**config.mk**
```make
export PLATFORM = sky130hd
export DESIGN_NAME = sdram_refresh_timer
export DESIGN_NICKNAME = d
export VERILOG_FILES = /design/src/design/sdram_refresh_timer.sv
export SDC_FILE = /design/constraint.sdc
export NUM_CORES = 1
export LEC_CHECK = 0
export BUFFER_PORTS_ARGS = -buffer_cell sky130_fd_sc_hd__buf_2
export CAP_MARGIN = 20
export CORE_AREA = 2 2 39 41
export DETAILED_ROUTE_END_ITERATION = 6
export DIE_AREA = 0 0 41 43
export GPL_TIMING_DRIVEN = 1
export PLACE_DENSITY_LB_ADDON = 0.08
export SETUP_SLACK_MARGIN = 0.1
export SLEW_MARGIN = 20
export SYNTH_ARGS = -nofsm -noshare
export SYNTH_HDL_FRONTEND = slang
export SYNTH_SLANG_ARGS = --single-unit
```
**constraint.sdc**
```tcl
create_clock -name clk -period 2.4 [get_ports clk]
set_input_delay 0 -clock clk [delete_from_list [all_inputs] [get_ports clk]]
set_output_delay 0 -clock clk [all_outputs]
set_load 0.01 [all_outputs]
```
**src/design/sdram_refresh_timer.sv**
```systemverilog
`timescale 1ns/10ps

module sdram_refresh_timer #(
    parameter int REFRESH_PERIOD = 1262
) (
    input  logic clk,
    input  logic rst_n,
    input  logic init_done,
    input  logic ref_ack,
    output logic ref_req
);

    localparam int CNT_W = $clog2(REFRESH_PERIOD + 1);

    logic [CNT_W-1:0] cnt;
    logic             end_cnt;

    assign end_cnt = init_done && (cnt == CNT_W'(REFRESH_PERIOD - 1));

    // free running once the device is up
    always_ff @(posedge clk or negedge rst_n) begin
        if (!rst_n) begin
            cnt <= '0;
        end else if (end_cnt) begin
            cnt <= '0;
        end else if (init_done) begin
            cnt <= cnt + 1'b1;
        end
    end

    // a new period wins over a late ack
    always_ff @(posedge clk or negedge rst_n) begin
        if (!rst_n) begin
            ref_req <= 1'b0;
        end else if (end_cnt) begin
            ref_req <= 1'b1;
        end else if (ref_ack) begin
            ref_req <= 1'b0;
        end
    end

endmodule

```
-- Word level (Yosys, flattened, before mapping)
Cells that the tools add are included.
- bits in registers: 12
- input port bits: 4
- output and inout port bits: 1
- add/sub/neg operators: 1
- eq/ne operators: 1
- multiplexer cells: 4
- reduce and logical (&&, ||, !) cells: 3
- operators by type and width (kind ; count):
    $mux 11 ; 2
    $add 11x1->11 const B ; 1
    $eq 11x11->1 const B ; 1
    $reduce_bool 2->1 ; 2
    $mux 1 ; 2
    $logic_and 1x1->1 ; 1

-- Longest topological paths before layout
- depth in word-level cells: 3
- depth in mapped cells: 5

-- Worst setup path after synthesis
Ideal clock, no wire load.
- path kind: register to register
- from: reg cnt[1]
- to: reg cnt[1]
- setup time: 0.151 ns
- arrival: 1.307 ns
- required time: 2.249 ns
- slack: 0.942 ns
- stages on the path, launching flop included: 6
- buffers on the path: 0
- path through: dfrtp_1 inv_1 ha_1 nand4b_1 nor3_1 o22ai_1
- longest elaborated chain between the ends: 3
- ends and longest elaborated chain (item ; RTL line ; text):
    start, declared ; 15 ; logic [CNT_W-1:0] cnt;
    start signal, assigned ; 27 ; cnt <= cnt + 1'b1;
    $add 11x1->11 or $eq 11x11->1 (tied branches) ; 27, 18 ;
    $mux 11 or $logic_and 1x1->1 (tied branches) ; 26, 18 ;
    $mux 11 or $reduce_bool 2->1 (tied branches) ; n/a ;
Several ways; a longest one is shown, not always the timed one. The select of a mux whose other input is x is not followed.
A chain may end at the register's enable or synchronous reset.

-- Worst setup path after layout
Same ends and word-level chain as after synthesis.

==> results by group <==
Floorplanning
  – Ports: 5
  – Core Area: 1380 um2
  – Die Y: 43 um
  – Starting density of the core: 45.8%
  – Die Wd: ~41 um
  – Die area: ~1800 um2
  – Core Rows: 14

Routing
  – Initial DRC count: 9
  – Number of vias per cell: 5.69
  – DRC: 0
  – Routed via count: 495
  – Antenna-violating nets left: 0
  – WL per Instance: approximately 14 um
  – WL final: ~1200 um
  – DR pass1 iterations: 4

Yosys
  – Sequential share of the synthesized area: 47.4%
  – Ys async rst share: 100%
  – Syn nets: a little under 70
  – Yosys cell types: 27
  – Predominant post-synthesis flop cell: dfrtp_1
  – Synth warn: 0
  – Avg Cell Area, Syn: between 10 and 15 um2
  – Post-Synthesis Cell Area: approximately 630 um2
  – Synth Register Bits: 12
  – Gate Count Post-Synth: slightly above 60
  – EDFF count, synth: 0

Global routing
  – GRT Total Usage: approximately 18%
  – First-pass GRT wire length: between 1500 and 2000 um
  – Global route overflow: 0
  – Largest net degree at the start of global routing: 13
  – Vias in the first global route: 459
  – Initial antenna violation count: 0

Placed design
  – DPL Wire Length: between 800 and 900 um
  – Port bufs: 4
  – DP Area: 668 um2
  – Placed cells: 81
  – Gpl congestion: roughly 0.66

CTS
  – Postcts setup bufs: 0
  – CTS tree: yes
  – Clock root cell: clkbuf_4
  – Hold buffers post-CTS: 2
  – H-tree levels: 1
  – Num CTS Buffers: 3
  – CTS sink count: 12
  – Reg clk slew, reported paths: 0.08 ns
  – Post-CTS Resized: 0
  – Clk_lat worst skew: approximately 0.28 ns
  – Max clock buf depth: 2

Hold path
  – Min-delay worst type: input pin to register
  – Hold_sp: init_done

Layout
  – Share of layout cells above drive strength 1: about 17%
  – Non-filler cells, final: 87
  – Final instance area: roughly 720 um2
  – # diodes: 0
  – Area Growth Syn to Fin: 14.4%
  – Most common cell after layout, fill and taps aside: dfrtp_1
  – Nets: 78
  – Fin util: between 50% and 60%

Setup path
  – Crit path kind: register to register
  – CP max FO: 6
  – Critical Path Start: cnt[1]$_DFFE_PN0P_
  – Reg2reg end: cnt[1]$_DFFE_PN0P_
  – Reg2reg start: cnt[1]$_DFFE_PN0P_
  – Worst setup SP type: register
  – Worst EP required: ~2.5 ns
  – Worst r2r path cells: 5
  – Worst R2R Setup Slack: 0.66 ns
  – Critical Path Sink: cnt[1]$_DFFE_PN0P_
  – Arrival @ worst endpoint: approximately 1.9 ns
  – Critical Path End Type: register

Timing
  – TNS Setup: 0 ns
  – Tmin final: ~1.7 ns
  – Period utilization: ~73%
  – Final setup violation count: 0
  – Final Max Slew Viols: 0
  – Fmax: around 570 MHz
  – Max transition margin: a little over half
  – RSZ-0062 raised after global routing: false
  – Final hold viol count: 0
  – Worst-Margin Slew: 0.685 ns
  – Worst Skew: 0.00701 ns

Power and ir drop
  – Pwr dens: 867 nW/um2
  – Design Power: 0.628 mW
  – Leakage: about 0.33 nW
  – VDD IR-drop max: 536 uV

Status
  – Status: completed

Run
  – Max Cap Viol: 0
## kinds of logic (layout without fill, tap and decap cells)
| kind of cell | count (synthesis) | in the layout | share of synthesized area (%) |
|---|---|---|---|
| adders and majority gates | 2 | 2 | 3.95 |
| DFF | 12 | 12 | 47.4 |
| xor gates and xnor gates | 4 | 4 | 5.53 |
| and+or+nand+nor | 24 | 24 | 24.5 |
| muxes | 1 | 1 | 1.78 |
| buffers and inverters | 5 | 14 | 3.16 |
| AOI/OAI and AO/OA | 14 | 14 | 13.6 |
## synthesized netlist by cell type (2+ instances only)
master / n / area (um2)
dfrtp_1: 12 / 300
a21oi_1: 4 / 20.0
o311ai_0: 2 / 17.5
nand3_1: 3 / 15.0
o21ai_0: 3 / 15.0
xor2_1: 4 / 35.0
nor2_1: 2 / 7.51
nand2_1: 3 / 11.3
ha_1: 2 / 25.0
inv_1: 4 / 15.0
nor3_1: 3 / 15.0
a31oi_1: 2 / 12.5
nand4_1: 4 / 25.0
## report_power, final
| part | internal (mW) | leakage, nW | switching (mW) |
|---|---|---|---|
| combinational | 0.0711 | 0.152 | 0.0721 |
| sequential | 0.246 | 0.153 | 0.0778 |
| clock | 0.0923 | 0.0210 | 0.0689 |
## worst max-delay path, stage by stage, from the launching register on
cell,delay [ns]
dfrtp_1,0.43
inv_1,0.09
ha_1,0.14
nand4b_1,0.15
nor3_1,0.60
o22ai_1,0.18
## how the worst min path moves through the flow
stage | endpoint | slack, ns | cells past startpoint
3_3_place_gp | cnt[5]$_DFFE_PN0P_ | -0.10 | 1
5_1_grt | cnt[0]$_DFFE_PN0P_ | 0.07 | 2
3_5_place_dp | cnt[5]$_DFFE_PN0P_ | -0.10 | 1
2_1_floorplan | cnt[0]$_DFFE_PN0P_ | -0.30 | 0
4_1_cts | cnt[1]$_DFFE_PN0P_ | 0.06 | 2
6_report | cnt[0]$_DFFE_PN0P_ | 0.06 | 2
## final cells by class
class,count,area [um2]
clock buffers,4,36.3
fillers,134,659
inverters,4,15.0
multi-input cells,45,313
flip-flops and latches,12,300
well taps,16,20.0
repair buffers,6,40.0
## layer usage
metal  vias to the layer above  wire length, um  GRT usage [%]  share of wire, %
met3                         4               39           3.14               3.3
li1                        254                -              -                 -
met5                         -                0              0                 0
met4                         0               34           14.0               2.9
met2                        10              528           24.4                44
met1                       227              587           23.5                49
## flip-flops by register name, summed over array words and instances (netlist names)
signal   cells
ref_req      1
cnt         11
## metrics by stage
step                      setup WS, ns  hold slack, ns
after detailed placement         0.668          -0.104
after floorplan                  0.942          -0.296
after CTS                        0.653          0.0585
after global routing             0.413          0.0680
final                            0.658          0.0612
after global placement           0.694          -0.100
Note: power is estimated with default switching activity, not from simulation.
