--- src/design/sdram_pkg.sv ---
package sdram_pkg;

    typedef logic [21:0] user_addr_t;   // {bank, row, col}
    typedef logic [15:0] data_t;
    typedef logic [11:0] row_t;
    typedef logic [7:0]  col_t;
    typedef logic [1:0]  bank_t;

    // bit order is {cs_n, ras_n, cas_n, we_n}
    typedef enum logic [3:0] {
        CMD_LMR       = 4'b0000,
        CMD_REFRESH   = 4'b0001,
        CMD_PRECHARGE = 4'b0010,
        CMD_ACTIVE    = 4'b0011,
        CMD_WRITE     = 4'b0100,
        CMD_READ      = 4'b0101,
        CMD_NOP       = 4'b0111
    } sdram_cmd_e;

    typedef struct packed {
        sdram_cmd_e  cmd;
        bank_t       bank;
        logic [11:0] addr;
        logic        dqm;
        logic        dq_oe;
        data_t       wdata;
    } sdram_pin_s;

    typedef enum logic [2:0] {
        ST_INIT,
        ST_IDLE,
        ST_REFRESH,
        ST_READ,
        ST_WRITE
    } ctrl_state_e;

    localparam sdram_pin_s PIN_NOP = '{
        cmd:   CMD_NOP,
        bank:  '0,
        addr:  '0,
        dqm:   1'b1,
        dq_oe: 1'b0,
        wdata: '0
    };

    function automatic bank_t addr_bank(user_addr_t a);
        return a[21:20];
    endfunction

    function automatic row_t addr_row(user_addr_t a);
        return a[19:8];
    endfunction

    function automatic col_t addr_col(user_addr_t a);
        return a[7:0];
    endfunction

endpackage

--- src/design/sdram_ctrl_fsm.sv ---
`timescale 1ns/10ps

module sdram_ctrl_fsm #(
    parameter int T_INIT    = 20000,
    parameter int T_RP      = 2,
    parameter int T_RC      = 7,
    parameter int T_MRD     = 2,
    parameter int T_RCD     = 2,
    parameter int CAS_LAT   = 3,
    parameter int BURST_LEN = 4
) (
    input  logic                  clk,
    input  logic                  rst_n,
    input  logic                  wr_req,
    input  logic                  rd_req,
    input  sdram_pkg::user_addr_t waddr,
    input  sdram_pkg::user_addr_t raddr,
    input  sdram_pkg::data_t      wdata,
    output logic                  wr_ack,
    output logic                  rd_ack,
    input  logic                  ref_req,
    output logic                  ref_ack,
    output logic                  init_done,
    output sdram_pkg::sdram_pin_s pin_req
);
    import sdram_pkg::*;

    localparam int RW_MAX  = BURST_LEN + CAS_LAT + T_RCD + T_RP + T_RC + T_MRD;
    localparam int LEN_MAX = (T_INIT > RW_MAX) ? T_INIT : RW_MAX;
    localparam int SUB_W   = $clog2(LEN_MAX + 1);
    localparam int PH_W    = 4;

    // init phases: wait, precharge, 8 x refresh, lmr
    localparam logic [PH_W-1:0] PH_INIT_WAIT = 4'd0;
    localparam logic [PH_W-1:0] PH_INIT_PRE  = 4'd1;
    localparam logic [PH_W-1:0] PH_INIT_LMR  = 4'd10;
    // read / write phases
    localparam logic [PH_W-1:0] PH_ACT = 4'd0;
    localparam logic [PH_W-1:0] PH_RW  = 4'd1;

    // no write burst override, sequential, programmed CL and BL
    localparam logic [11:0] MODE_REG = {2'b00, 1'b0, 2'b00, 3'(CAS_LAT), 1'b0,
                                        3'($clog2(BURST_LEN))};

    ctrl_state_e      state;
    ctrl_state_e      state_n;
    logic [SUB_W-1:0] sub;
    logic [PH_W-1:0]  phase;
    logic             busy;
    logic             first;
    logic             end_sub;
    logic             end_phase;
    logic             pick_rd;
    logic             pick_wr;
    logic             last_wr;
    logic             rd_dqm_win;
    user_addr_t       op_addr;

    function automatic int phase_len(ctrl_state_e st, logic [PH_W-1:0] ph);
        int len;
        len = 1;
        case (st)
            ST_INIT: begin
                if (ph == PH_INIT_WAIT) len = T_INIT;
                else if (ph == PH_INIT_PRE) len = T_RP;
                else if (ph == PH_INIT_LMR) len = T_MRD;
                else len = T_RC;
            end
            ST_REFRESH: len = T_RC;
            ST_READ, ST_WRITE: begin
                if (ph == PH_ACT) len = T_RCD;
                else if (ph == PH_RW) len = (st == ST_READ) ? BURST_LEN + CAS_LAT : BURST_LEN;
                else len = T_RP;
            end
            default: len = 1;
        endcase
        return len;
    endfunction

    function automatic logic [PH_W-1:0] last_phase(ctrl_state_e st);
        case (st)
            ST_INIT:           return PH_INIT_LMR;
            ST_READ, ST_WRITE: return 4'd2;
            default:           return 4'd0;
        endcase
    endfunction

    assign busy      = state != ST_IDLE;
    assign first     = busy && sub == '0;
    assign end_sub   = busy && int'(sub) == phase_len(state, phase) - 1;
    assign end_phase = end_sub && phase == last_phase(state);

    // both pending: opposite of the last one served
    assign pick_rd = rd_req && (!wr_req || last_wr);
    assign pick_wr = wr_req && !pick_rd;

    always_ff @(posedge clk or negedge rst_n) begin
        if (!rst_n) begin
            sub   <= '0;
            phase <= '0;
        end else if (end_sub) begin
            sub   <= '0;
            phase <= end_phase ? '0 : phase + 1'b1;
        end else if (busy) begin
            sub <= sub + 1'b1;
        end
    end

    always_comb begin
        state_n = state;
        case (state)
            ST_IDLE: begin
                if (ref_req) state_n = ST_REFRESH;
                else if (pick_rd) state_n = ST_READ;
                else if (pick_wr) state_n = ST_WRITE;
            end
            ST_INIT, ST_REFRESH, ST_READ, ST_WRITE: begin
                if (end_phase) state_n = ST_IDLE;
            end
            default: state_n = ST_IDLE;
        endcase
    end

    always_ff @(posedge clk or negedge rst_n) begin
        if (!rst_n) begin
            state     <= ST_INIT;
            init_done <= 1'b0;
            last_wr   <= 1'b1;   // first contested grant goes to read
            rd_ack    <= 1'b0;
        end else begin
            state  <= state_n;
            rd_ack <= state == ST_READ && phase == PH_RW && first; // lines up with READ on pins
            if (state == ST_INIT && end_phase) init_done <= 1'b1;
            if (state_n == ST_READ && state == ST_IDLE) last_wr <= 1'b0;
            if (state_n == ST_WRITE && state == ST_IDLE) last_wr <= 1'b1;
        end
    end

    always_ff @(posedge clk) begin
        if (state == ST_IDLE && !ref_req) begin
            if (pick_rd) op_addr <= raddr;
            else if (pick_wr) op_addr <= waddr;
        end
    end

    assign ref_ack = state == ST_REFRESH && first;
    assign wr_ack  = state == ST_WRITE && phase == PH_RW;   // one per beat

    // dqm read latency is two cycles
    assign rd_dqm_win = int'(sub) >= CAS_LAT - 2 && int'(sub) < CAS_LAT - 2 + BURST_LEN;

    always_comb begin
        pin_req = PIN_NOP;
        case (state)
            ST_INIT: begin
                if (first && phase == PH_INIT_PRE) begin
                    pin_req.cmd      = CMD_PRECHARGE;
                    pin_req.addr[10] = 1'b1;
                end else if (first && phase == PH_INIT_LMR) begin
                    pin_req.cmd  = CMD_LMR;
                    pin_req.addr = MODE_REG;
                end else if (first && phase != PH_INIT_WAIT) begin
                    pin_req.cmd = CMD_REFRESH;
                end
            end
            ST_REFRESH: begin
                if (first) pin_req.cmd = CMD_REFRESH;
            end
            ST_READ, ST_WRITE: begin
                if (first) begin
                    case (phase)
                        PH_ACT: begin
                            pin_req.cmd  = CMD_ACTIVE;
                            pin_req.bank = addr_bank(op_addr);
                            pin_req.addr = addr_row(op_addr);
                        end
                        PH_RW: begin
                            pin_req.cmd  = (state == ST_WRITE) ? CMD_WRITE : CMD_READ;
                            pin_req.bank = addr_bank(op_addr);
                            pin_req.addr = {4'b0000, addr_col(op_addr)}; // a10 low, no auto precharge
                        end
                        default: begin
                            pin_req.cmd      = CMD_PRECHARGE;
                            pin_req.addr[10] = 1'b1;
                        end
                    endcase
                end
                if (phase == PH_RW) begin
                    if (state == ST_WRITE) begin
                        pin_req.dq_oe = 1'b1;
                        pin_req.dqm   = 1'b0;
                        pin_req.wdata = wdata;
                    end else if (rd_dqm_win) begin
                        pin_req.dqm = 1'b0;
                    end
                end
            end
            default: pin_req = PIN_NOP;
        endcase
    end

endmodule

--- config.mk ---
export PLATFORM = sky130hd
export DESIGN_NAME = sdram_ctrl_fsm
export DESIGN_NICKNAME = d
export VERILOG_FILES = /design/src/design/sdram_pkg.sv /design/src/design/sdram_ctrl_fsm.sv
export SDC_FILE = /design/constraint.sdc
export NUM_CORES = 1
export LEC_CHECK = 0
export ABC_AREA = 1
export BUFFER_PORTS_ARGS = -buffer_cell sky130_fd_sc_hd__buf_2
export CORE_UTILIZATION = 52
export CTS_CLUSTER_SIZE = 20
export DETAILED_ROUTE_END_ITERATION = 12
export PLACE_DENSITY = 0.92
export SETUP_SLACK_MARGIN = 0.1
export SLEW_MARGIN = 5
export SYNTH_ARGS = -nofsm -noshare
export SYNTH_HDL_FRONTEND = slang
export SYNTH_SLANG_ARGS = --single-unit
--- constraint.sdc ---
create_clock -name clk -period 4.04 [get_ports clk]
set_clock_uncertainty 0.15 [all_clocks]
set_input_delay 0.404 -clock clk [delete_from_list [all_inputs] [get_ports clk]]
set_output_delay 0.404 -clock clk [all_outputs]
set_load 0.01 [all_outputs]
# After elaboration in Yosys (flattened, before gate mapping)

Cells that the tools add are included.

Register bits: 47
Bits of input ports: 65
Output and inout bits: 40

Add/sub/neg operators: 3
Magnitude comparators: 2
Equality and inequality tests: 11
Mux-type cells: 41
Reduce and logical (&&, ||, !) cells: 31

Operators with widths:

| kind                                                 | number |
|---|---|
| one-hot mux 32 bit (3 select lines)                  | 1 |
| 2-to-1 mux 15 bit                                    | 3 |
| 2-to-1 mux 22 bit                                    | 2 |
| 2-to-1 mux 18 bit                                    | 2 |
| 2-to-1 mux 17 bit                                    | 2 |
| equality test 16 x 32 -> 1 bit                       | 1 |
| subtractor 32 x 2 -> 32 bit, second input constant   | 1 |
| 2-to-1 mux 3 bit                                     | 10 |
| one-hot mux 12 bit (2 select lines)                  | 1 |
| one-hot mux 10 bit (2 select lines)                  | 1 |
| one-hot mux 3 bit (2 select lines)                   | 3 |
| logical AND 1 bit                                    | 17 |
| adder 15 x 1 -> 15 bit, second input constant        | 1 |
| >= comparator 15 x 1 -> 1 bit, second input constant | 1 |
| logical NOT 15 bit                                   | 1 |
| < comparator 15 x 3 -> 1 bit, second input constant  | 1 |
| 2-to-1 mux 4 bit                                     | 3 |
| one-hot mux 4 bit (3 select lines)                   | 1 |
| 2-to-1 mux 10 bit                                    | 1 |
| equality test 3 x 2 -> 1 bit, second input constant  | 3 |
| one-hot mux 4 bit (2 select lines)                   | 1 |
| equality test 3 bit, second input constant           | 2 |
| 2-to-1 mux 1 bit                                     | 6 |
| 2-to-1 mux 6 bit                                     | 1 |
| other kinds (17)                                     | 22 |

# Depth between registers and ports, before layout

Gate-level depths: netlist of run 1.

Depth in word-level cells: 15
Mapped depth: 27
Depth with buffers taken out: 27

# Least setup slack after synthesis of run 1

No wires, ideal clock.

Path type: register to register
From: register phase[0]
To: register phase[0]
Arrival time: 2.931 ns
Required time: 3.777 ns
Slack: 0.846 ns
Cell stages (with the launch flop): 27
Path through: dfrtp_1 -> inv_1 -> ha_1 -> inv_1 -> nor2_1 -> nor2_1 -> nand2_1 -> nand3_1 -> inv_1 -> ha_1 -> inv_1 -> nor2_1 -> nand3_2 -> inv_1 -> ha_1 -> nand2_1 -> nand3_1 -> nor2_1 -> nand2_1 -> nor2_1 -> nand3_1 -> nor2_4 -> nand2_4 -> clkinv_4 -> nand2_1 -> nand2_1 -> inv_1

Longest elaborated chain between the ends: 10
Elaborated cells on any way between the ends: 16
Classes of those cells: add/sub (2); eq/ne (4); mux (7); reduce/logical (3)

Ends and longest elaborated chain:

| what                                | RTL line              | source |
|---|---|---|
| from (decl)                         | sdram_ctrl_fsm.sv:48  | `logic [PH_W-1:0] phase;` |
| from (signal assigned)              | sdram_ctrl_fsm.sv:103 | `phase <= end_phase ? '0 : phase + 1'b1;` |
| equality test 4 bit                 | sdram_ctrl_fsm.sv:66  | `else if (ph == PH_INIT_LMR) len = T_MRD;` |
| 2-to-1 mux 3 bit                    | sdram_ctrl_fsm.sv:66  |  |
| 2-to-1 mux 3 bit                    | sdram_ctrl_fsm.sv:65  | `else if (ph == PH_INIT_PRE) len = T_RP;` |
| 2-to-1 mux 15 bit                   | sdram_ctrl_fsm.sv:64  | `if (ph == PH_INIT_WAIT) len = T_INIT;` |
| one-hot mux 32 bit (3 select lines) | sdram_ctrl_fsm.sv:62  | `case (st)` |
| subtractor 32 x 2 -> 32 bit         | sdram_ctrl_fsm.sv:90  | `assign end_sub = busy && int'(sub) == phase_len(state, phase) - 1;` |
| equality test 16 x 32 -> 1 bit      | sdram_ctrl_fsm.sv:90  |  |
| logical AND 1 bit                   | sdram_ctrl_fsm.sv:90  |  |
| logical AND 1 bit                   | sdram_ctrl_fsm.sv:91  | `assign end_phase = end_sub && phase == last_phase(state);` |
| 2-to-1 mux 4 bit                    | sdram_ctrl_fsm.sv:103 |  |

Parallel ways exist; a longest one is shown, timed or not.
A chain may end at the register's enable or synchronous reset.

# Worst setup path in the final report of run 1

Same ends and word-level chain as after synthesis.

==> flow_metrics.py, run 1 <==
metrics = {
    "synthesis": {
        "ys_top_cells_by_area": "edfxtp_1, nand2_1, dfrtp_1",
        "netlist_instances": 470,
        "synth_cell_types": 39,
        "synth_seq_cells": 47,
        "syn_area_sq_um": 3304,
        "yosysSeqAreaShare": 0.3896,
        "yosysWarnings": 0,
        "async_flop_share": 0.5319,
        "ys.flop_type": "dfrtp_1",
        "synth-edff-count": 22,
        "synth_top_area_cell": "edfxtp_1",
        "netlist_top_cells_count": "nand2_1, nor2_1, inv_1",
        "syn_area_per_cell_sq_um": 7.031,
        "yosysTopAreaCellShare": 0.1999,
        "synth.most_common_cell": "nand2_1",
    },
    "timing": {
        "worst_pin_slew_ps": 953.5,
        "post-route-period-util": 0.9010,
        "hold_viol": 0,
        "maxSlewViolCount": 0,
        "rsz0062_at_grt": "no",
        "final-setup-viol-count": 0,
        "tns_ps": 0,
        "slew_headroom": 0.3643,
        "fmax_mhz": 274.7,
        "min_period_ps": 3640,
    },
    "power": {
        "ir_drop_mv": 0.2544,
        "power_density_nw_per_um2": 426.6,
        "leakage_nw": 2.112,
    },
    "global_route": {
        "grt_max_degree": 26,
        "track_usage": 0.2761,
        "met1_usage": 0.3505,
        "use_met2": 0.4775,
        "grt_use_met3": 0.04667,
        "grt.busiest_layer": "met2",
        "overflow": 0,
        "grt_pass1_vias": 3125,
        "antenna_found_initial": 0,
        "grt_pass1_wl_mm": 13.88,
    },
    "setup_path": {
        "cp.required_ps": 4110,
        "end_kind": "register",
        "cp_max_fo": 8,
        "critPathSlowestCell": "dfrtp_2",
        "slowest_delay_ps": 450,
        "critPathLaunchType": "register",
        "timing_worst_setup_path_type": "register to register",
        "crit_buf_inv": 7,
        "cp.arrival_ps": 3710,
        "cp_common_cell": "inv_1",
        "crit_family": "simple AND/OR/NAND/NOR gates",
    },
    "cells_and_area": {
        "diodes": 0,
        "drive_above_1_share": 0.2400,
        "fin_nets": 652,
        "fin_util": 0.6628,
        "syn2layout_area_growth_pct": 20.86,
    },
    "clock_tree": {
        "cts_made_buffers": 5,
        "tritoncts": "done",
        "clk_pin_slew_worst_paths_ps": 100,
        "htree_levels": 2,
        "clockBufferDepth": 2,
        "cts.sinks": 47,
        "ctsRootBufferMaster": "clkbuf_8",
        "clk_latency_ps": 320,
    },
    "floorplan": {
        "rows": 28,
        "die_h_um": 81.72,
        "dieArea_sq_um": 6677,
        "io_pins": 105,
        "fp.dieW_um": 81.72,
        "start_util": 0.5484,
        "fp.coreArea_sq_um": 6026,
    },
    "route": {
        "finalWirelength_mm": 8.863,
        "ant_nets": 0,
        "first_pass_iters": 6,
        "num_vias": 3536,
        "viasPerCell": 5.440,
        "wl_per_cell_um": 13.64,
        "drc_errors": 0,
        "drt-initial-drc-count": 292,
    },
    "placed_design": {
        "routabilityCongestion": 0.9445,
        "io_buffers": 103,
        "hpwl_mm": 6.587,
    },
    "min_path": {
        "hp-class": "input port to register",
    },
    "flow_run": {
        "maxCapViolCount": 0,
    },
    "outcome": {
        "status": "finished, final reports clean",
    },
}
[layer usage]
metal,routed length (um),share of wire
met2,4501,0.51
met3,745,0.084
met1,3445,0.39
met4,171,0.019
met5,0,0
[placed cells by master (no fill, tap or decap), types with 7 or more instances in the layout]
master	count
edfxtp_1	22
buf_2	103
nand3_1	28
dfrtp_1	23
nor3_1	7
inv_1	53
o21ai_0	16
nand2_1	174
nor2_1	57
ha_1	13
[path summary, 6_finish.rpt]
check / startpoint / endpoint / slack [ps] / cells past startpoint
setup reg to reg: phase[0] / phase[0] / 400 / 26
hold / removal: waddr[11] / op_addr[11] / 190 / 3
hold reg to reg: init_done / init_done / 340 / 1
setup / recovery: phase[0] / phase[0] / 400 / 26
max in group asynchronous: rst_n / phase[0] / 2890 / 2
min in group asynchronous: rst_n / state[1] / 450 / 2
[registers in the layout (all words and copies together) (netlist names)]
signal,cells
last_wr,1
sub,15
state,3
op_addr,22
phase,4
init_done,1
rd_ack,1
[metrics by stage]
stage	hold WS, ps	std cells	power (mW)	cell area, sq um	setup WS (ps)
after global placement	276.2	641	1.341	3891	723.9
after detailed placement	279.9	641	1.381	3891	487.9
after global routing	196.9	650	1.826	3994	127.4
after floorplan	-41.59	471	1.178	3308	846.0
after CTS	187.9	650	1.690	3993	438.5
final	190.4	650	1.704	3994	399.8
[where the power goes]
group	switching, mW	internal [mW]
Sequential	0.0925	0.584
Combinational	0.464	0.256
Clock	0.181	0.126
[cells by family (layout without fill, tap and decap cells)]
family                   count (synthesis)  in the layout  synth area share
AND/OR/NAND/NOR                        296            296            0.3866
buffers and inverters                   70            174           0.08633
flip-flops                              47             47            0.3896
AO/OA/AOI/OAI                           34             34           0.06324
adder cells (fa/ha/maj)                 13             13           0.04922
XOR/XNOR                                 9              9           0.02386
other                                    1              2          0.001135
[area by class of cell]
type                       instances  area (sq um)
timing repair buffer             109         563.0
multi-input combinational        354          1735
clock buffer                       5         68.82
inverter                          57         221.5
fill                             468          2032
tap                               75         93.84
clock inverter                     3         22.52
sequential                        47          1289
[worst reg2reg max path, cell delays in order, from the launching register on]
cell and delay, ps:
dfrtp_2 450, inv_1 150, ha_1 230, inv_1 70, nor2_1 150, nor2_1 80, nand2_1 150, nand3_1 130
inv_1 80, ha_1 180, inv_1 60, nor2_1 140, nand3_2 130, inv_1 80, ha_1 240, nand2_1 80
nand3_1 70, nor2_1 110, nand2_1 60, nor2_1 80, nand3_1 130, nor2_4 200, nand2_4 120, clkinv_4 100
nand2_1 50, nand2_1 50, inv_1 40
[timing repair]
action	4_1_cts	5_1_grt
resized for setup	0	1
endpoints found under the setup margin	0	1
hold endpoints to repair	24	0
buffers inserted	0	0
hold buffers	1	0
(Power assumes the default switching activity.)
==> run 2: changes to the inputs <==
--- a/config.mk
+++ b/config.mk
@@ -6,11 +6,11 @@
 export NUM_CORES = 1
 export LEC_CHECK = 0
 export ABC_AREA = 1
-export BUFFER_PORTS_ARGS = -buffer_cell sky130_fd_sc_hd__buf_2
-export CORE_UTILIZATION = 52
+export CORE_UTILIZATION = 55
 export CTS_CLUSTER_SIZE = 20
 export DETAILED_ROUTE_END_ITERATION = 12
-export PLACE_DENSITY = 0.92
+export DONT_BUFFER_PORTS = 1
+export PLACE_DENSITY = 0.81
 export SETUP_SLACK_MARGIN = 0.1
 export SLEW_MARGIN = 5
 export SYNTH_ARGS = -nofsm -noshare
==> run 2 against run 1 <==
Sequential share of layout area grew 4.2 points. Core utilization shrank 3.6 points. Global-route usage shrank 2.1 points. Worst hold slack lost 79 ps. Die area shrank 5.3%. Via count shrank 14%. Power shrank 3.5%. Non-clock buffer count shrank 100. Clock power is essentially flat. Cell area shrank 11%. Critical endpoint is now phase[3]. Largest cell class unchanged.
==> flow_metrics.py, run 2 (same netlist as run 1, synthesis figures left out) <==
metrics = {
    "outcome": {
        "status": "finished, final reports clean",
    },
    "clock_tree": {
        "cts.sinks": 47,
        "tritoncts": "done",
        "ctsRootBufferMaster": "clkbuf_8",
        "clk_pin_slew_worst_paths_ps": 100,
        "clk_latency_ps": 310,
        "clockBufferDepth": 2,
        "htree_levels": 2,
        "cts_made_buffers": 5,
    },
    "cells_and_area": {
        "largest_register_ffs": 22,
        "final_cells": 547,
        "largest_register": "op_addr",
        "layout_commonest_cell": "nand2_1",
        "diodes": 0,
        "fin_nets": 552,
        "syn2layout_area_growth_pct": 7.081,
        "drive_above_1_share": 0.08842,
        "largestRegisters": "op_addr: 22 flops, sub: 15 flops, phase: 4 flops",
        "num-fill-cells": 494,
        "layout_common_cells": "nand2_1, nor2_1, inv_1, nand3_1",
    },
    "power": {
        "power.internal_mw": 0.9373,
        "p_total_mw": 1.645,
        "power_density_nw_per_um2": 464.8,
        "switching_share": 0.4301,
        "leakage_nw": 1.672,
        "combPwrFrac": 0.403,
        "ir_drop_mv": 0.2697,
        "power.switching_mw": 0.7074,
        "power_frac_seq": 0.409,
        "p_clk_frac": 0.188,
    },
    "route": {
        "num_vias": 3027,
        "ant_nets": 0,
        "viasPerCell": 5.534,
        "finalWirelength_mm": 7.726,
        "drt-initial-drc-count": 252,
        "wl_per_cell_um": 14.12,
        "drc_errors": 0,
        "first_pass_iters": 5,
    },
    "setup_path": {
        "cp.required_ps": 4150,
        "cp_num_cells": 26,
        "r2r-end": "phase[3]",
        "cp.arrival_ps": 3720,
        "critPathCapture": "phase[3]",
        "timing_worst_setup_path_type": "register to register",
        "end_kind": "register",
        "cp-startpoint": "phase[0]",
        "cp_max_fo": 5,
        "critPathLaunchType": "register",
        "cp_common_cell": "nor2_1",
        "timing.rr.start": "phase[0]",
        "slowest_delay_ps": 460,
        "worstRegToRegCells": 26,
        "critPathSlowestCell": "dfrtp_2",
        "crit_family": "simple AND/OR/NAND/NOR gates",
        "reg2reg_setup_slack_ps": 420,
        "crit_buf_inv": 7,
    },
    "global_route": {
        "track_usage": 0.2554,
        "antenna_found_initial": 0,
        "overflow": 0,
        "grt_pass1_vias": 2734,
        "grt_pass1_wl_mm": 12.41,
        "grt_max_degree": 26,
    },
    "timing": {
        "fmax_mhz": 276.5,
        "min_period_ps": 3617,
        "maxSlewViolCount": 0,
        "setup_ws_ps": 422.9,
        "final-setup-viol-count": 0,
        "tns_ps": 0,
        "post-route-period-util": 0.8953,
        "rsz0062_at_grt": "no",
        "slew_headroom": 0.3629,
        "hold_viol": 0,
        "worst_pin_slew_ps": 955.6,
    },
    "floorplan": {
        "fp.coreArea_sq_um": 5642,
        "dieArea_sq_um": 6322,
        "start_util": 0.5857,
        "rows": 27,
        "die_h_um": 79.51,
        "fp.dieW_um": 79.51,
        "io_pins": 105,
    },
    "min_path": {
        "hp-class": "input port to register",
        "hold_depth": 2,
    },
    "placed_design": {
        "io_buffers": 0,
        "routabilityCongestion": 0.8471,
        "dpl_worst_slack_ps": 442.4,
        "hpwl_mm": 5.815,
        "placed_cells": 535,
    },
    "flow_run": {
        "maxCapViolCount": 0,
    },
}
run 2: per-layer routing:
| metal | part of all wire | track usage |
|---|---|---|
| met1 | 0.42 | 0.3263 |
| met2 | 0.48 | 0.4103 |
| met3 | 0.083 | 0.06629 |
| met4 | 0.023 | 0.1018 |
| met5 | 0 | 0 |
run 2: timing repair:
action / 4_1_cts / 5_1_grt
setup endpoints to repair: 0 / 19
gates resized for setup: 0 / 8
hold buffers: 2 / 0
buffers inserted: 0 / 2
endpoints found under the hold margin: 25 / 0
run 2: worst min-delay path by stage:
stage / start / endpoint / slack (ps)
6_report: waddr[16] / op_addr[16] / 110
3_3_place_gp: rst_n / sub[12] / -40
5_1_grt: waddr[16] / op_addr[16] / 100
2_1_floorplan: rst_n / init_done / -40
3_5_place_dp: rst_n / init_done / -40
4_1_cts: waddr[16] / op_addr[16] / 110
run 2: through the flow:
stage,util,hold WS (ps),instance area [sq um]
2_1_floorplan,-,-41.59,3308
3_3_place_gp,0.5977,-40.78,3372
3_5_place_dp,0.5977,-40.80,3372
4_1_cts,0.6201,107.4,3498
5_1_grt,0.6272,98.03,3538
6_report,0.6272,111.1,3538
run 2: worst reg2reg max path, cell delays in order (launching register included):
cell and delay, ps:
dfrtp_2 460, inv_2 130, ha_1 220, inv_1 70, nor2_1 160, nor2_1 100
nand2_2 110, nand3_1 110, inv_1 70, ha_1 160, inv_1 40, nor2_1 130
nand3_2 130, inv_1 80, ha_1 230, nand2_1 70, nand3_1 70, nor2_1 120
nand2_1 70, nor2_1 80, nand3_1 150, nor2_4 230, buf_4 150, nand3_1 80
nand2_1 80, inv_1 30, nor2_1 80
run 2: power by group through the flow:
stage / Sequential, mW / Clock [mW] / Combinational [mW]
floorplan: 0.650 / 0 / 0.527
global placement: 0.676 / 0 / 0.621
detailed placement: 0.680 / 0 / 0.639
CTS: 0.670 / 0.315 / 0.655
global route: 0.681 / 0.337 / 0.762
finish: 0.672 / 0.309 / 0.663
run 2: final cells by class:
type                            count  area [sq um]  share of cell area
Clock buffer                        5         68.82             0.01945
Clock inverter                      3         27.53            0.007779
Inverter                           57         221.5             0.06259
Timing Repair Buffer                9         90.09             0.02546
Tap cell                           72         90.09             0.02546
Multi-Input combinational cell    354          1750              0.4947
Sequential cell                    47          1290              0.3646
==> run 3: changes to the inputs <==
==> constraint.sdc (replaced) <==
create_clock -name clk -period 4.04 [get_ports clk]
set_clock_uncertainty 0.15 [all_clocks]
set_input_delay 0.808 -clock clk [delete_from_list [all_inputs] [get_ports clk]]
set_output_delay 0.808 -clock clk [all_outputs]
set_load 0.01 [all_outputs]
==> run 3 against run 2 <==
Combinational power is 2% lower. Final cell count is 0.73% lower. Worst setup slack better by 49 ps. Sequential share of layout area is 0.70 points higher. Wire length is 0.67% higher. Sequential power is 0.6% higher. Cell area is 2.0% lower. Maximum frequency is 1.4% higher.
==> flow_metrics.py, run 3 (same netlist as run 1, synthesis figures left out) <==
metrics = {
    "outcome": {
        "status": "finished, final reports clean",
    },
    "global_route": {
        "antenna_found_initial": 0,
        "overflow": 0,
        "met1_usage": 0.3245,
        "track_usage": 0.2455,
        "grt.busiest_layer": "met2",
        "grt_max_degree": 26,
        "grt_pass1_wl_mm": 11.98,
        "grt_pass1_vias": 2641,
        "grt_use_met3": 0.05714,
        "use_met2": 0.4000,
    },
    "clock_tree": {
        "clockBufferDepth": 2,
        "cts.sinks": 47,
        "ctsRootBufferMaster": "clkbuf_8",
        "cts_made_buffers": 5,
        "clk_pin_slew_worst_paths_ps": 100,
        "hold_buffers": 0,
        "clk_latency_ps": 300,
        "htree_levels": 2,
        "tritoncts": "done",
    },
    "flow_run": {
        "maxCapViolCount": 0,
    },
    "timing": {
        "final-setup-viol-count": 0,
        "holdWs_ps": 35.30,
        "tns_ps": 0,
        "worst_pin_slew_ps": 936.9,
        "hold_viol": 0,
        "post-route-period-util": 0.8832,
        "maxSlewViolCount": 0,
        "fmax_mhz": 280.2,
        "slew_headroom": 0.3754,
        "min_period_ps": 3568,
        "rsz0062_at_grt": "no",
    },
    "setup_path": {
        "cp_max_fo": 8,
        "critPathSlowestCell": "dfrtp_2",
        "end_kind": "register",
        "timing_worst_setup_path_type": "register to register",
        "path_cells": "inv_1 -> ha_1 -> nand2_1 -> nor2_1 -> inv_1 -> a211oi_1 -> ha_1 -> inv_1 -> nor2_1 -> nand3_2 -> inv_1 -> ha_1 -> nand2_1 -> nand3_1 -> nor2_1 -> nand2_1 -> nor2_1 -> nand3_1 -> nor2_4 -> nand2_4 -> clkinv_4 -> nand2_1 -> nand2_1 -> inv_1",
        "cp.required_ps": 4090,
        "crit_family": "simple AND/OR/NAND/NOR gates",
        "slowest_delay_ps": 460,
        "crit_buf_inv": 6,
        "critPathLaunchType": "register",
        "cp.arrival_ps": 3620,
    },
    "placed_design": {
        "routabilityCongestion": 0.9110,
        "hpwl_mm": 5.977,
        "io_buffers": 0,
        "placed_area_sq_um": 3372,
    },
    "cells_and_area": {
        "largest_register_ffs": 22,
        "multi_input_area_sq_um": 1738,
        "diodes": 0,
        "seq_area_sq_um": 1289,
        "num-fill-cells": 501,
        "layout_common_cells": "nand2_1, nor2_1, inv_1, nand3_1, dfrtp_1",
        "syn2layout_area_growth_pct": 4.960,
        "drive_above_1_share": 0.07643,
        "largest_register": "op_addr",
        "design_area_sq_um": 3468,
        "largestRegisters": "op_addr: 22 flops, sub: 15 flops, phase: 4 flops",
        "fin_nets": 548,
        "fin_util": 0.6148,
        "layout_commonest_cell": "nand2_1",
    },
    "route": {
        "drc_errors": 0,
        "first_pass_iters": 5,
        "viasPerCell": 5.604,
        "ant_nets": 0,
        "num_vias": 3043,
        "drt-initial-drc-count": 265,
        "wl_per_cell_um": 14.32,
        "finalWirelength_mm": 7.778,
    },
    "min_path": {
        "hp-class": "input port to async pin",
    },
    "power": {
        "leakage_nw": 1.639,
        "power_density_nw_per_um2": 466.4,
        "ir_drop_mv": 0.2353,
        "p_total_mw": 1.618,
    },
    "floorplan": {
        "fp.dieW_um": 79.51,
        "dieArea_sq_um": 6322,
        "start_util": 0.5857,
        "fp.coreArea_sq_um": 5642,
        "io_pins": 105,
        "rows": 27,
        "die_h_um": 79.51,
    },
}
[run 3: what timing repair did]
action                                 CTS  global route
setup endpoints to repair                0            17
resized for setup                        0             4
endpoints found under the hold margin    0             0
setup buffers                            0             0
[run 3: worst register-to-register path: stages, from the launching register on]
cell	delay [ps]
dfrtp_2	460
inv_1	120
ha_1	170
nand2_1	90
nor2_1	190
inv_1	80
a211oi_1	260
ha_1	220
inv_1	40
nor2_1	120
nand3_2	140
inv_1	90
ha_1	240
nand2_1	80
nand3_1	70
nor2_1	110
nand2_1	60
nor2_1	90
nand3_1	130
nor2_4	190
nand2_4	120
clkinv_4	100
nand2_1	50
nand2_1	50
inv_1	30
[run 3: area by class of cell]
type	instances	share of cell area
clock buffers	5	0.01984
flip-flops and latches	47	0.3716
repair buffers	5	0.01190
multi-input cells	354	0.5011
clock inverters	3	0.005772
well taps	72	0.02597
inverters	57	0.06385
[run 3: report_power, final]
group	leakage, nW	internal (mW)	switching (mW)
Combinational	1.10	0.221	0.432
Sequential	0.496	0.584	0.0922
Clock	0.0418	0.121	0.167
[run 3: worst paths after layout]
path | startpoint | end | slack [ps] | depth (start not counted)
max | phase[1] | phase[0] | 470 | 24
min | rst_n | init_done | 40 | 0
max reg2reg | phase[1] | phase[0] | 470 | 24
min reg2reg | last_wr | last_wr | 370 | 2
max in group asynchronous | rst_n | last_wr | 3530 | 0
min in group clk | last_wr | last_wr | 370 | 2
[run 3: routing by layer]
metal	routed length (um)	vias to the layer above	part of all wire
met1	3349	1365	0.43
met5	0	-	0
met3	721	15	0.093
met4	97	0	0.012
li1	-	1491	-
met2	3610	172	0.46
[run 3: through the flow]
stage               setup WS, ps  cells
finish                     471.7    543
detailed placement         460.5    535
global route               114.5    543
CTS                        457.0    543
global placement           642.7    535
floorplan                  846.0    471
